===== src/include/sad_defs.svh =====
`ifndef SAD_DEFS_SVH
`define SAD_DEFS_SVH

// window geometry
`define SAD_REF_SAMPLES      8
`define SAD_BITS_PER_SAMPLE  8

// holds SAD_REF_SAMPLES * (2**SAD_BITS_PER_SAMPLE - 1)
`define SAD_SUM_WIDTH        11
`define SAD_THRESHOLD_BYTES  2

// register map
`define SAD_ADDR_REFERENCE          8'h00
`define SAD_ADDR_THRESHOLD          8'h01
`define SAD_ADDR_STATUS             8'h02
`define SAD_ADDR_BITS_PER_SAMPLE    8'h03
`define SAD_ADDR_REF_SAMPLES        8'h04
`define SAD_ADDR_MULTIPLE_TRIGGERS  8'h05

`endif

===== src/hw/sad_reg_pkg.sv =====
`include "sad_defs.svh"

package sad_reg_pkg;

    typedef enum logic [7:0] {
        addr_reference         = `SAD_ADDR_REFERENCE,
        addr_threshold         = `SAD_ADDR_THRESHOLD,
        addr_status            = `SAD_ADDR_STATUS,
        addr_bits_per_sample   = `SAD_ADDR_BITS_PER_SAMPLE,
        addr_ref_samples       = `SAD_ADDR_REF_SAMPLES,
        addr_multiple_triggers = `SAD_ADDR_MULTIPLE_TRIGGERS
    } reg_addr_t;

    // everything the pipeline needs from the register file
    typedef struct packed {
        logic [`SAD_REF_SAMPLES*`SAD_BITS_PER_SAMPLE-1:0] reference; // byte k = sample k
        logic [`SAD_SUM_WIDTH-1:0]                        threshold;
        logic                                             multiple_triggers;
    } sad_config_t;

endpackage


===== src/hw/sad_pipe_pkg.sv =====
`include "sad_defs.svh"

package sad_pipe_pkg;

    typedef logic [`SAD_BITS_PER_SAMPLE-1:0] sample_t;

    // samples[0] is the oldest sample, compared against reference byte 0
    typedef struct packed {
        logic                              valid;
        sample_t [`SAD_REF_SAMPLES-1:0]    samples;
    } window_t;

    // per-sample absolute differences, same ordering as window_t
    typedef struct packed {
        logic                              valid;
        sample_t [`SAD_REF_SAMPLES-1:0]    absdiff;
    } diff_t;

    typedef struct packed {
        logic                              valid;
        logic [`SAD_SUM_WIDTH-1:0]         sum;
    } sum_t;

    // arming FSM
    typedef enum logic [1:0] {
        st_idle,
        st_filling,
        st_running,
        st_done
    } ctrl_state_t;

endpackage


===== src/hw/sad_top.sv =====
`timescale 1ns/1ns
`include "sad_defs.svh"

module sad_top import sad_pipe_pkg::*, sad_reg_pkg::*; (
    input  logic       adc_sampleclk,
    input  logic       reset,
    input  sample_t    adc_datain,
    input  logic       armed_and_ready,
    input  logic       active,
    input  reg_addr_t  reg_address,
    input  logic [2:0] reg_bytecnt,
    input  logic [7:0] reg_datai,
    output logic [7:0] reg_datao,
    input  logic       reg_read,
    input  logic       reg_write,
    output logic       trigger
);

    sad_config_t cfg;
    logic        status_clear;
    logic        triggered;
    logic        window_run;
    window_t     window;
    diff_t       diff;
    logic        match;

    sad_regs sad_regs_i (
        .adc_sampleclk (adc_sampleclk),
        .reset         (reset),
        .reg_address   (reg_address),
        .reg_bytecnt   (reg_bytecnt),
        .reg_datai     (reg_datai),
        .reg_read      (reg_read),
        .reg_write     (reg_write),
        .triggered     (triggered),
        .reg_datao     (reg_datao),
        .cfg           (cfg),
        .status_clear  (status_clear)
    );

    // window -> absdiff -> sum -> match, one register each
    sad_window sad_window_i (
        .adc_sampleclk (adc_sampleclk),
        .reset         (reset),
        .window_run    (window_run),
        .adc_datain    (adc_datain),
        .window        (window)
    );

    sad_absdiff sad_absdiff_i (
        .adc_sampleclk (adc_sampleclk),
        .reset         (reset),
        .window        (window),
        .reference     (cfg.reference),
        .diff          (diff)
    );

    sad_sum_compare sad_sum_compare_i (
        .adc_sampleclk (adc_sampleclk),
        .reset         (reset),
        .diff          (diff),
        .threshold     (cfg.threshold),
        .match         (match)
    );

    sad_control sad_control_i (
        .adc_sampleclk     (adc_sampleclk),
        .reset             (reset),
        .armed_and_ready   (armed_and_ready),
        .active            (active),
        .match             (match),
        .multiple_triggers (cfg.multiple_triggers),
        .status_clear      (status_clear),
        .window_run        (window_run),
        .trigger           (trigger),
        .triggered         (triggered)
    );

endmodule


===== src/hw/sad_control.sv =====
`timescale 1ns/1ns
`include "sad_defs.svh"

module sad_control import sad_pipe_pkg::*; (
    input  logic adc_sampleclk,
    input  logic reset,
    input  logic armed_and_ready,
    input  logic active,
    input  logic match,
    input  logic multiple_triggers,
    input  logic status_clear,
    output logic window_run,
    output logic trigger,
    output logic triggered
);

    ctrl_state_t state;
    logic        searching;
    logic        fire;

    assign searching = (state == st_filling) || (state == st_running);

    // match only comes out of the last stage with a valid window behind it
    assign fire = searching && match && armed_and_ready && active;

    // high already in idle so the edge leaving idle captures sample 0
    assign window_run = (state == st_idle) ? (armed_and_ready && active) : searching;

    always_ff @(posedge adc_sampleclk) begin
        if (reset) begin
            state     <= st_idle;
            trigger   <= 1'b0;
            triggered <= 1'b0;
        end else begin
            trigger <= fire;  // one cycle pulse per match

            if (status_clear) begin
                triggered <= 1'b0;
            end else if (fire) begin
                triggered <= 1'b1;
            end

            case (state)
                st_idle: begin
                    if (armed_and_ready && active) begin
                        state <= st_filling;
                    end
                end
                st_filling, st_running: begin
                    if (!active) begin
                        state <= st_done;
                    end else if (fire && !multiple_triggers) begin
                        state <= st_done;  // single shot per arming
                    end else if (match) begin
                        state <= st_running;  // pipeline primed
                    end
                end
                st_done: begin
                    // wait for disarm or a status write before re-arming
                    if (!armed_and_ready || status_clear) begin
                        state <= st_idle;
                    end
                end
                default: state <= st_idle;
            endcase
        end
    end

endmodule


===== src/hw/sad_sum_compare.sv =====
`timescale 1ns/1ns
`include "sad_defs.svh"

module sad_sum_compare import sad_pipe_pkg::*; (
    input  logic                      adc_sampleclk,
    input  logic                      reset,
    input  diff_t                     diff,
    input  logic [`SAD_SUM_WIDTH-1:0] threshold,
    output logic                      match
);

    logic [`SAD_SUM_WIDTH-1:0] tree_sum;
    sum_t                      sum_r;

    // adder tree, left to the synthesis tool to balance
    always_comb begin
        tree_sum = '0;
        for (int k = 0; k < `SAD_REF_SAMPLES; k++) begin
            tree_sum = tree_sum + `SAD_SUM_WIDTH'(diff.absdiff[k]);
        end
    end

    always_ff @(posedge adc_sampleclk) begin
        sum_r.sum <= tree_sum;
    end

    always_ff @(posedge adc_sampleclk) begin
        if (reset) begin
            sum_r.valid <= 1'b0;
        end else begin
            sum_r.valid <= diff.valid;
        end
    end

    // inclusive compare, a sum equal to the threshold still matches
    always_ff @(posedge adc_sampleclk) begin
        if (reset) begin
            match <= 1'b0;
        end else begin
            match <= sum_r.valid && (sum_r.sum <= threshold);
        end
    end

endmodule


===== src/hw/sad_absdiff.sv =====
`timescale 1ns/1ns
`include "sad_defs.svh"

module sad_absdiff import sad_pipe_pkg::*; (
    input  logic                                             adc_sampleclk,
    input  logic                                             reset,
    input  window_t                                          window,
    input  logic [`SAD_REF_SAMPLES*`SAD_BITS_PER_SAMPLE-1:0] reference,
    output diff_t                                            diff
);

    sample_t ref_sample [`SAD_REF_SAMPLES];

    always_comb begin
        for (int k = 0; k < `SAD_REF_SAMPLES; k++) begin
            ref_sample[k] = reference[k*`SAD_BITS_PER_SAMPLE +: `SAD_BITS_PER_SAMPLE];
        end
    end

    // one subtractor per slot, larger minus smaller
    always_ff @(posedge adc_sampleclk) begin
        for (int k = 0; k < `SAD_REF_SAMPLES; k++) begin
            if (window.samples[k] > ref_sample[k]) begin
                diff.absdiff[k] <= window.samples[k] - ref_sample[k];
            end else begin
                diff.absdiff[k] <= ref_sample[k] - window.samples[k];
            end
        end
    end

    always_ff @(posedge adc_sampleclk) begin
        if (reset) begin
            diff.valid <= 1'b0;
        end else begin
            diff.valid <= window.valid;
        end
    end

endmodule


===== src/hw/sad_window.sv =====
`timescale 1ns/1ns
`include "sad_defs.svh"

module sad_window import sad_pipe_pkg::*; (
    input  logic    adc_sampleclk,
    input  logic    reset,
    input  logic    window_run,
    input  sample_t adc_datain,
    output window_t window
);

    localparam int fill_w = $clog2(`SAD_REF_SAMPLES + 1);

    logic [fill_w-1:0] fill;  // samples captured since window_run rose, saturates

    // sample history, newest enters at the top slot
    always_ff @(posedge adc_sampleclk) begin
        if (window_run) begin
            window.samples <= {adc_datain, window.samples[`SAD_REF_SAMPLES-1:1]};
        end
    end

    always_ff @(posedge adc_sampleclk) begin
        if (reset) begin
            fill         <= '0;
            window.valid <= 1'b0;
        end else if (window_run) begin
            if (fill != fill_w'(`SAD_REF_SAMPLES)) begin
                fill <= fill + 1'b1;
            end
            // this capture completes a window once 7 or more came before it
            window.valid <= (fill >= fill_w'(`SAD_REF_SAMPLES - 1));
        end else begin
            fill         <= '0;
            window.valid <= 1'b0;
        end
    end

endmodule


===== src/hw/sad_regs.sv =====
`timescale 1ns/1ns
`include "sad_defs.svh"

module sad_regs import sad_reg_pkg::*; (
    input  logic        adc_sampleclk,
    input  logic        reset,
    input  reg_addr_t   reg_address,
    input  logic [2:0]  reg_bytecnt,
    input  logic [7:0]  reg_datai,
    input  logic        reg_read,
    input  logic        reg_write,
    input  logic        triggered,
    output logic [7:0]  reg_datao,
    output sad_config_t cfg,
    output logic        status_clear
);

    localparam int thr_sel_w = $clog2(`SAD_THRESHOLD_BYTES);

    logic [8*`SAD_THRESHOLD_BYTES-1:0] thr_bytes;  // threshold as a byte array
    logic [8*`SAD_THRESHOLD_BYTES-1:0] thr_next;
    logic [thr_sel_w-1:0]              thr_sel;
    logic                              thr_byte_ok;

    assign thr_bytes   = (8*`SAD_THRESHOLD_BYTES)'(cfg.threshold);
    assign thr_sel     = reg_bytecnt[thr_sel_w-1:0];
    assign thr_byte_ok = (reg_bytecnt < `SAD_THRESHOLD_BYTES);

    // merge the incoming byte into the little-endian threshold
    always_comb begin
        thr_next = thr_bytes;
        thr_next[thr_sel*8 +: 8] = reg_datai;
    end

    always_ff @(posedge adc_sampleclk) begin
        if (reset) begin
            cfg          <= '0;
            status_clear <= 1'b0;
        end else begin
            status_clear <= reg_write && (reg_address == addr_status);
            if (reg_write) begin
                case (reg_address)
                    addr_reference:
                        cfg.reference[reg_bytecnt*8 +: 8] <= reg_datai;
                    addr_threshold: begin
                        if (thr_byte_ok) begin
                            cfg.threshold <= thr_next[`SAD_SUM_WIDTH-1:0]; // upper bits dropped
                        end
                    end
                    addr_multiple_triggers:
                        cfg.multiple_triggers <= reg_datai[0];
                    default: ;
                endcase
            end
        end
    end

    // read data is only driven while reg_read is high
    always_comb begin
        reg_datao = 8'h00;
        if (reg_read) begin
            case (reg_address)
                addr_reference:         reg_datao = cfg.reference[reg_bytecnt*8 +: 8];
                addr_threshold: begin
                    if (thr_byte_ok) begin
                        reg_datao = thr_bytes[thr_sel*8 +: 8];
                    end
                end
                addr_status:            reg_datao = {7'b0, triggered};
                addr_bits_per_sample:   reg_datao = 8'(`SAD_BITS_PER_SAMPLE);
                addr_ref_samples:       reg_datao = 8'(`SAD_REF_SAMPLES);
                addr_multiple_triggers: reg_datao = {7'b0, cfg.multiple_triggers};
                default:                reg_datao = 8'h00;
            endcase
        end
    end

endmodule


===== config.mk =====
export PLATFORM = sky130hd
export DESIGN_NAME = sad_top
export DESIGN_NICKNAME = d
export VERILOG_FILES = /design/src/hw/sad_reg_pkg.sv /design/src/hw/sad_pipe_pkg.sv /design/src/hw/sad_top.sv /design/src/hw/sad_control.sv /design/src/hw/sad_sum_compare.sv /design/src/hw/sad_absdiff.sv /design/src/hw/sad_window.sv /design/src/hw/sad_regs.sv
export VERILOG_INCLUDE_DIRS = /design/src /design/src/include
export SDC_FILE = /design/constraint.sdc
export NUM_CORES = 1
export LEC_CHECK = 0
export BUFFER_PORTS_ARGS = -buffer_cell sky130_fd_sc_hd__buf_2
export CAP_MARGIN = 20
export CORE_UTILIZATION = 64
export DETAILED_ROUTE_END_ITERATION = 16
export GPL_ROUTABILITY_DRIVEN = 1
export GPL_TIMING_DRIVEN = 0
export HOLD_SLACK_MARGIN = 0.12
export PLACE_DENSITY = 0.81
export SLEW_MARGIN = 20
export SYNTH_ARGS = -nofsm -noshare
export SYNTH_HDL_FRONTEND = slang
export SYNTH_HIERARCHICAL = 1
export SYNTH_SLANG_ARGS = --single-unit

===== constraint.sdc =====
create_clock -name adc_sampleclk -period 8.15 [get_ports adc_sampleclk]
set_clock_uncertainty 0.1 [all_clocks]
set_input_delay 0.4075 -clock adc_sampleclk [delete_from_list [all_inputs] [get_ports adc_sampleclk]]
set_output_delay 0.4075 -clock adc_sampleclk [all_outputs]
set_load 0.1 [all_outputs]

# --- Word level (Yosys, flattened, before mapping) ---
# Cells that the tools add are included.
totals:
  mem_bits_rw: 0
  rom_bits: 0
  output_inout_bits: 9
  n_memories: 0
  wordCells: 126
  inputBits: 33
  reg_bits: 228
  latch_bits: 0
classes:
  magnitude_cmp: 11
  mux: 20
  mul: 0
  n_addsub: 26
  n_eq_ne: 12
  shift: 6
  reduce_logical: 21
  div_mod_pow: 0
  bitwise_logic: 1
ops:
  columns: ["operator", "count"]
  rows:
  - ["$sub A8 B8 Y8", 16]
  - ["$mux W8", 10]
  - ["$add A11 B8 Y11", 6]
  - ["$bwmux W64", 1]
  - ["$gt A8 B8 Y1", 8]
  - ["$shift A8 B34 Y64 const A", 1]
  - ["$shiftx A64 B7 Y8", 1]
  - ["$shiftx A8 B34 Y64", 1]
  - ["$pmux W8 S5", 1]
  - ["$neg A4 Y34", 1]
  - ["$neg A6 Y34", 1]
  - ["$shift A8 B34 Y16 const A", 1]
  - ["$shiftx A8 B34 Y16", 1]
  - ["$bwmux W16", 1]
  - ["$eq A8 B2 Y1 const B", 2]
  - ["$eq A8 B3 Y1 const B", 2]
  - ["$shiftx A16 B5 Y8", 1]
  - ["$le A11 B11 Y1", 1]
  - ["$mux W2", 5]
  - ["$add A8 B8 Y9", 1]
  - ["$eq A8 B1 Y1 const B", 1]
  - ["$logic_not A8 Y1", 1]
  - ["$reduce_or A2 Y1", 4]
  - ["$logic_and A1 B1 Y1", 7]
  - ["other kinds (17)", 22]

# --- Depth between registers and ports, before layout ---
logic_depth:
  ltp_word: 9
  depth_mapped: 14
  depth_no_buf: 14

# --- By module ---
# Netlist, hierarchy kept.
by_module_without_submodules:
  columns: ["mod", "n_inst", "cells_each", "area_per_inst_um2", "seq_area_each_um2"]
  rows:
  - ["sad_absdiff", 1, 763, 6688.9, 1301.2]
  - ["sad_regs", 1, 426, 3870.0, 1541.5]
  - ["sad_sum_compare", 1, 247, 2230.9, 260.2]
  - ["sad_window", 1, 88, 2157.1, 2021.9]
  - ["sad_control", 1, 27, 249.0, 80.1]

# --- Worst setup path after synthesis ---
# No wires, ideal clock.
synth_timing:
  path_type: "register -> register"
  from: "reg sad_control_i.state[0]"
  to: "reg sad_window_i.fill[2]"
  period_less_slack_ps: 6412
  setup_time_ps: 94
  path_buffers: 0
  required_ps: 7956
  path_stages_with_launch: 7
  arrival_time_ps: 6219
  slack_ps: 1738
  path_cell_list: "dfxtp_1 > inv_1 > ha_1 > inv_1 > o21ai_0 > nand2b_1 > a21oi_1"
synth_between:
  elab_chain_cells: 5
synth_lines:
  columns: ["element", "line_no", "text"]
  rows:
  - ["from (decl)", "sad_control.sv:17", "ctrl_state_t state;"]
  - ["from (signal assigned)", "sad_control.sv:31", "state <= st_idle;"]
  - ["from (signal assigned)", "sad_control.sv:46", "state <= st_filling;"]
  - ["from (signal assigned)", "sad_control.sv:51", "state <= st_done;"]
  - ["$eq A2 B1 Y1 / $eq A2 B2 Y1 (equally long branches)", "sad_control.sv:21", "assign searching = (state == st_filling) || (state == st_running);"]
  - ["$logic_or A1 B1 Y1", "sad_control.sv:21", null]
  - ["$mux W1 *", "sad_control.sv:27", "assign window_run = (state == st_idle) ? (armed_and_ready && active) : searching;"]
  - ["via window_run", "sad_top.sv:22", "logic window_run;"]
  - ["$not A1 Y1 (no source line) *", null, null]
  - ["$reduce_or A2 Y1 (no source line) *", null, null]
  - ["to (signal assigned)", "sad_window.sv:29", "fill <= fill + 1'b1;"]
  - ["to (decl)", "sad_window.sv:14", "logic [fill_w-1:0] fill;"]
# Mark *: on every way through the listed nets, which the timed path passes. The rest lies on a longest branch.
# A chain may end at the register's enable or synchronous reset.

# --- Worst setup path after layout ---
layout_timing:
  from: "reg sad_absdiff_i/diff[2] (netlist name)"
  to: "reg sad_sum_compare_i/sum_r[10] in the netlist's numbering"
layout_between:
  elab_chain_cells: 7
layout_lines:
  columns: ["element", "line_no", "text"]
  rows:
  - ["$add A8 B8 Y9", "sad_sum_compare.sv:19", "tree_sum = tree_sum + `SAD_SUM_WIDTH'(diff.absdiff[k]);"]
  - ["$add A11 B8 Y11 (6 in a row)", "sad_sum_compare.sv:19", null]
  - ["via sad_sum_compare_i.tree_sum[10]", "sad_sum_compare.sv:12", "logic [`SAD_SUM_WIDTH-1:0] tree_sum;"]
  - ["to (decl)", "sad_sum_compare.sv:13", "sum_t sum_r;"]
# The timed path passes the listed nets, and every way through them passes these cells.

==> flow_summary.json <==
{
  "drc": 0,
  "syn_avg_cell_area_um2": 9.797,
  "crit_type": "register to register",
  "yosysWarningCount": 6,
  "holdCritPathClass": "primary input to register",
  "wl_mm": 40.00,
  "setup_violations": 0,
  "cp-end-kind": "register",
  "hpwlAfterDp_mm": 30.40,
  "crit_fanout": 3,
  "clk_latency_ns": 0.54,
  "start_kind": "register",
  "cts.path.max_buffers": 3,
  "drt_first_iter_violations": 1088,
  "rsz0062_at_grt": "no",
  "ant_nets": 0,
  "antenna_found_initial": 1,
  "area_delta_synth_final_pct": 10.96,
  "cts_sinks": 228,
  "muxShareOfSynthArea": 0.08563,
  "post-synth-top-area-cell": "dfxtp_1",
  "period_minus_slack_ns": 4.394,
  "diodes": 0,
  "ys_types": 75,
  "portBuffers": 34,
  "cp.arrival_ns": 4.69,
  "synth_compound_area_frac": 0.1313,
  "holdPathEnd": "sad_control_i/trigger$_SDFF_PP0_",
  "cts_buffers": 25,
  "synth-xor-area-share": 0.03228,
  "hold_depth": 3,
  "yosys.area_share.adder": 0.2049,
  "max_slew_margin": 0.4278,
  "gp_congestion": 0.9605,
  "synth_async_sr_flop_share": 0,
  "ys_ff_latch": 228,
  "via_count": 11793,
  "grt_util_all_layers": 0.3352,
  "rows": 56,
  "grt_max_degree": 25,
  "status": "finished clean",
  "dpl.cell_count": 1907,
  "finalWorstSetupSlack_ns": 3.756,
  "fillers": 1734,
  "final_cells": 1966,
  "maxCapViolations": 0,
  "seq_area_frac_synth": 0.3425,
  "syn-num-nets": 1795,
  "tns_ns": 0,
  "io_pins": 42,
  "tightest_slew_ns": 0.8517,
  "pre_cts_ws_ns": 3.796,
  "worstHoldStart": "active",
  "worstRegToRegCells": 14,
  "drive_gt1_frac": 0.1038,
  "grt_overflow": 0,
  "synth_top_family_by_area": "adder cells",
  "fmax_mhz": 227.6,
  "netlist_instances": 1551,
  "r2r-start": "sad_absdiff_i/diff[2]$_DFF_P_",
  "wl_per_cell_um": 20.35,
  "fp.dieArea_um2": 24360,
  "clock-root-buffer": "clkbuf_16",
  "avgViaCountPerCell": 5.998,
  "start_util": 0.6493,
  "synth-main-ff-cell": "dfxtp_1",
  "grt_pass1_vias": 11667,
  "hold_viol": 0,
  "cts-htree-levels": 1,
  "critPathRequiredTime_ns": 8.45,
  "grt_pass1_wl_mm": 62.29,
  "cts_tree": "built",
  "period_share": 0.5391,
  "synth-simple-area-share": 0.1084,
  "yosysTopAreaCellShare": 0.2161,
  "clk_pin_slew_ns": 0.06,
  "synth_area_um2": 15200,
  "die_w_um": 156.1,
  "drv_slew": 0,
  "dr.pass1.iters": 6,
  "r2r-end": "sad_sum_compare_i/sum_r[10]$_DFF_P_",
  "die_y_um": 156.1,
  "synth-edff-count": 64,
  "final_nets": 1872,
  "ys_top_cells_by_area": "dfxtp_1 22%, edfxtp_1 13%, ha_1 12%",
  "coreArea_um2": 23400,
  "reg2reg_slack_ns": 3.76
}
critical path: stages (launching register included):
cell	delay, ns
dfxtp_1	0.32
inv_1	0.07
fa_1	0.54
inv_1	0.08
fa_1	0.52
fa_1	0.56
inv_1	0.06
fa_1	0.53
inv_1	0.04
ha_1	0.22
fa_1	0.41
a21o_1	0.22
a21oi_2	0.19
o21ai_1	0.10
o41a_1	0.32
stage by stage:
step	cell area, µm²	utilization	hold WS, ns
3_5_place_dp	15860	0.6777	0.3119
5_1_grt	16860	0.7205	0.1400
4_1_cts	16860	0.7205	0.1240
6_report	16860	0.7205	0.1341
2_1_floorplan	15200	-	0.2863
3_3_place_gp	15770	0.6737	0.3119
synth_stat cells (all sizes together) (3+ instances only):
cell     number
inv         262
dfxtp       164
ha          148
nand2       121
a21oi        94
mux2i        94
edfxtp       64
fa           63
o21ai        61
buf          48
xor2         36
a211oi       30
a21o         30
nor2         29
a31oi        28
nand4        28
nand2b       26
clkbuf       25
nand3        22
xnor2        20
a311oi       16
mux4         16
nand3b       14
nor2b        14
and3         10
o21bai        9
o41ai         9
or2           8
and4          7
nor3          7
o22a          7
o2bb2ai       4
nor3b         3
nor4          3
nor4b         3
or4           3
worst max path at each step:
stage	startpoint	cells after the start	endpoint
global placement	sad_control_i/state[0]$_SDFFE_PP0P_	6	sad_window_i/fill[2]$_SDFFE_PP0P_
global route	sad_absdiff_i/diff[2]$_DFF_P_	14	sad_sum_compare_i/sum_r[10]$_DFF_P_
finish	sad_absdiff_i/diff[2]$_DFF_P_	14	sad_sum_compare_i/sum_r[10]$_DFF_P_
detailed placement	sad_absdiff_i/diff[2]$_DFF_P_	14	sad_sum_compare_i/sum_r[10]$_DFF_P_
CTS	sad_absdiff_i/diff[2]$_DFF_P_	14	sad_sum_compare_i/sum_r[10]$_DFF_P_
floorplan	sad_control_i/state[0]$_SDFFE_PP0P_	6	sad_window_i/fill[2]$_SDFFE_PP0P_
final cells by class:
class | instances | area, µm² | share of cell area
tap | 319 | 399.1 | 0.02367
sequential | 228 | 5205 | 0.3087
buffer | 73 | 460.4 | 0.02731
clock buffer | 34 | 772.0 | 0.04578
inverter | 262 | 983.4 | 0.05833
multi-input combinational | 988 | 8558 | 0.5076
timing repair buffer | 50 | 382.9 | 0.02271
clock inverter | 12 | 100.1 | 0.005936
kinds of logic after synthesis:
logic type	Yosys count
AOI/OAI and AO/OA	304
adders and majority gates	211
muxes	110
buffers and inverters	335
DFF	228
and+or+nand+nor	307
xor gates and xnor gates	56
layer usage:
layer	global-route usage	up-vias	part of all wire	wire, µm
met2	0.5651	521	0.48	19130
li1	-	5456	-	-
met3	0.05750	146	0.076	3035
met4	0.1727	2	0.055	2197
met1	0.4125	5668	0.39	15620
met5	0	-	0.00032	13
timing repair:
action                                 4_1_cts  5_1_grt
setup buffers                                0        0
endpoints found under the hold margin       17        0
hold buffers                                13        0
gates resized for setup                      0        0
state kept, by name, summed over array words and instances (netlist names):
register,cells
sad_window_i/window,65
sad_control_i/triggered,1
sad_control_i/trigger,1
sad_regs_i/status_clear,1
sad_regs_i/cfg,76
sad_sum_compare_i/match,1
sad_window_i/fill,4
sad_control_i/state,2
sad_sum_compare_i/sum_r,12
sad_absdiff_i/diff,65
placed cells by master, fill, tap and decap left out, drive strengths merged, types with 4 or more instances in the layout:
cell type	instances
a21oi	94
o41ai	9
o21bai	9
ha	148
inv	268
fa	63
dlygate4sd3	13
and3	10
nand3b	14
a21o	30
clkinv	5
nor2b	14
nand2	121
a311oi	16
nor2	29
nand2b	26
a31oi	28
o21ai	61
mux2i	94
edfxtp	64
and4	7
xnor2	20
nand4	28
mux4	16
o22a	7
dfxtp	164
nor3	7
buf	85
nand3	22
o2bb2ai	4
a211oi	30
xor2	36
clkbuf	59
or2	8
Power is left out: the tool's default activity adds up to more than one toggle a clock period on the data nets, which glitch-free logic cannot reach.
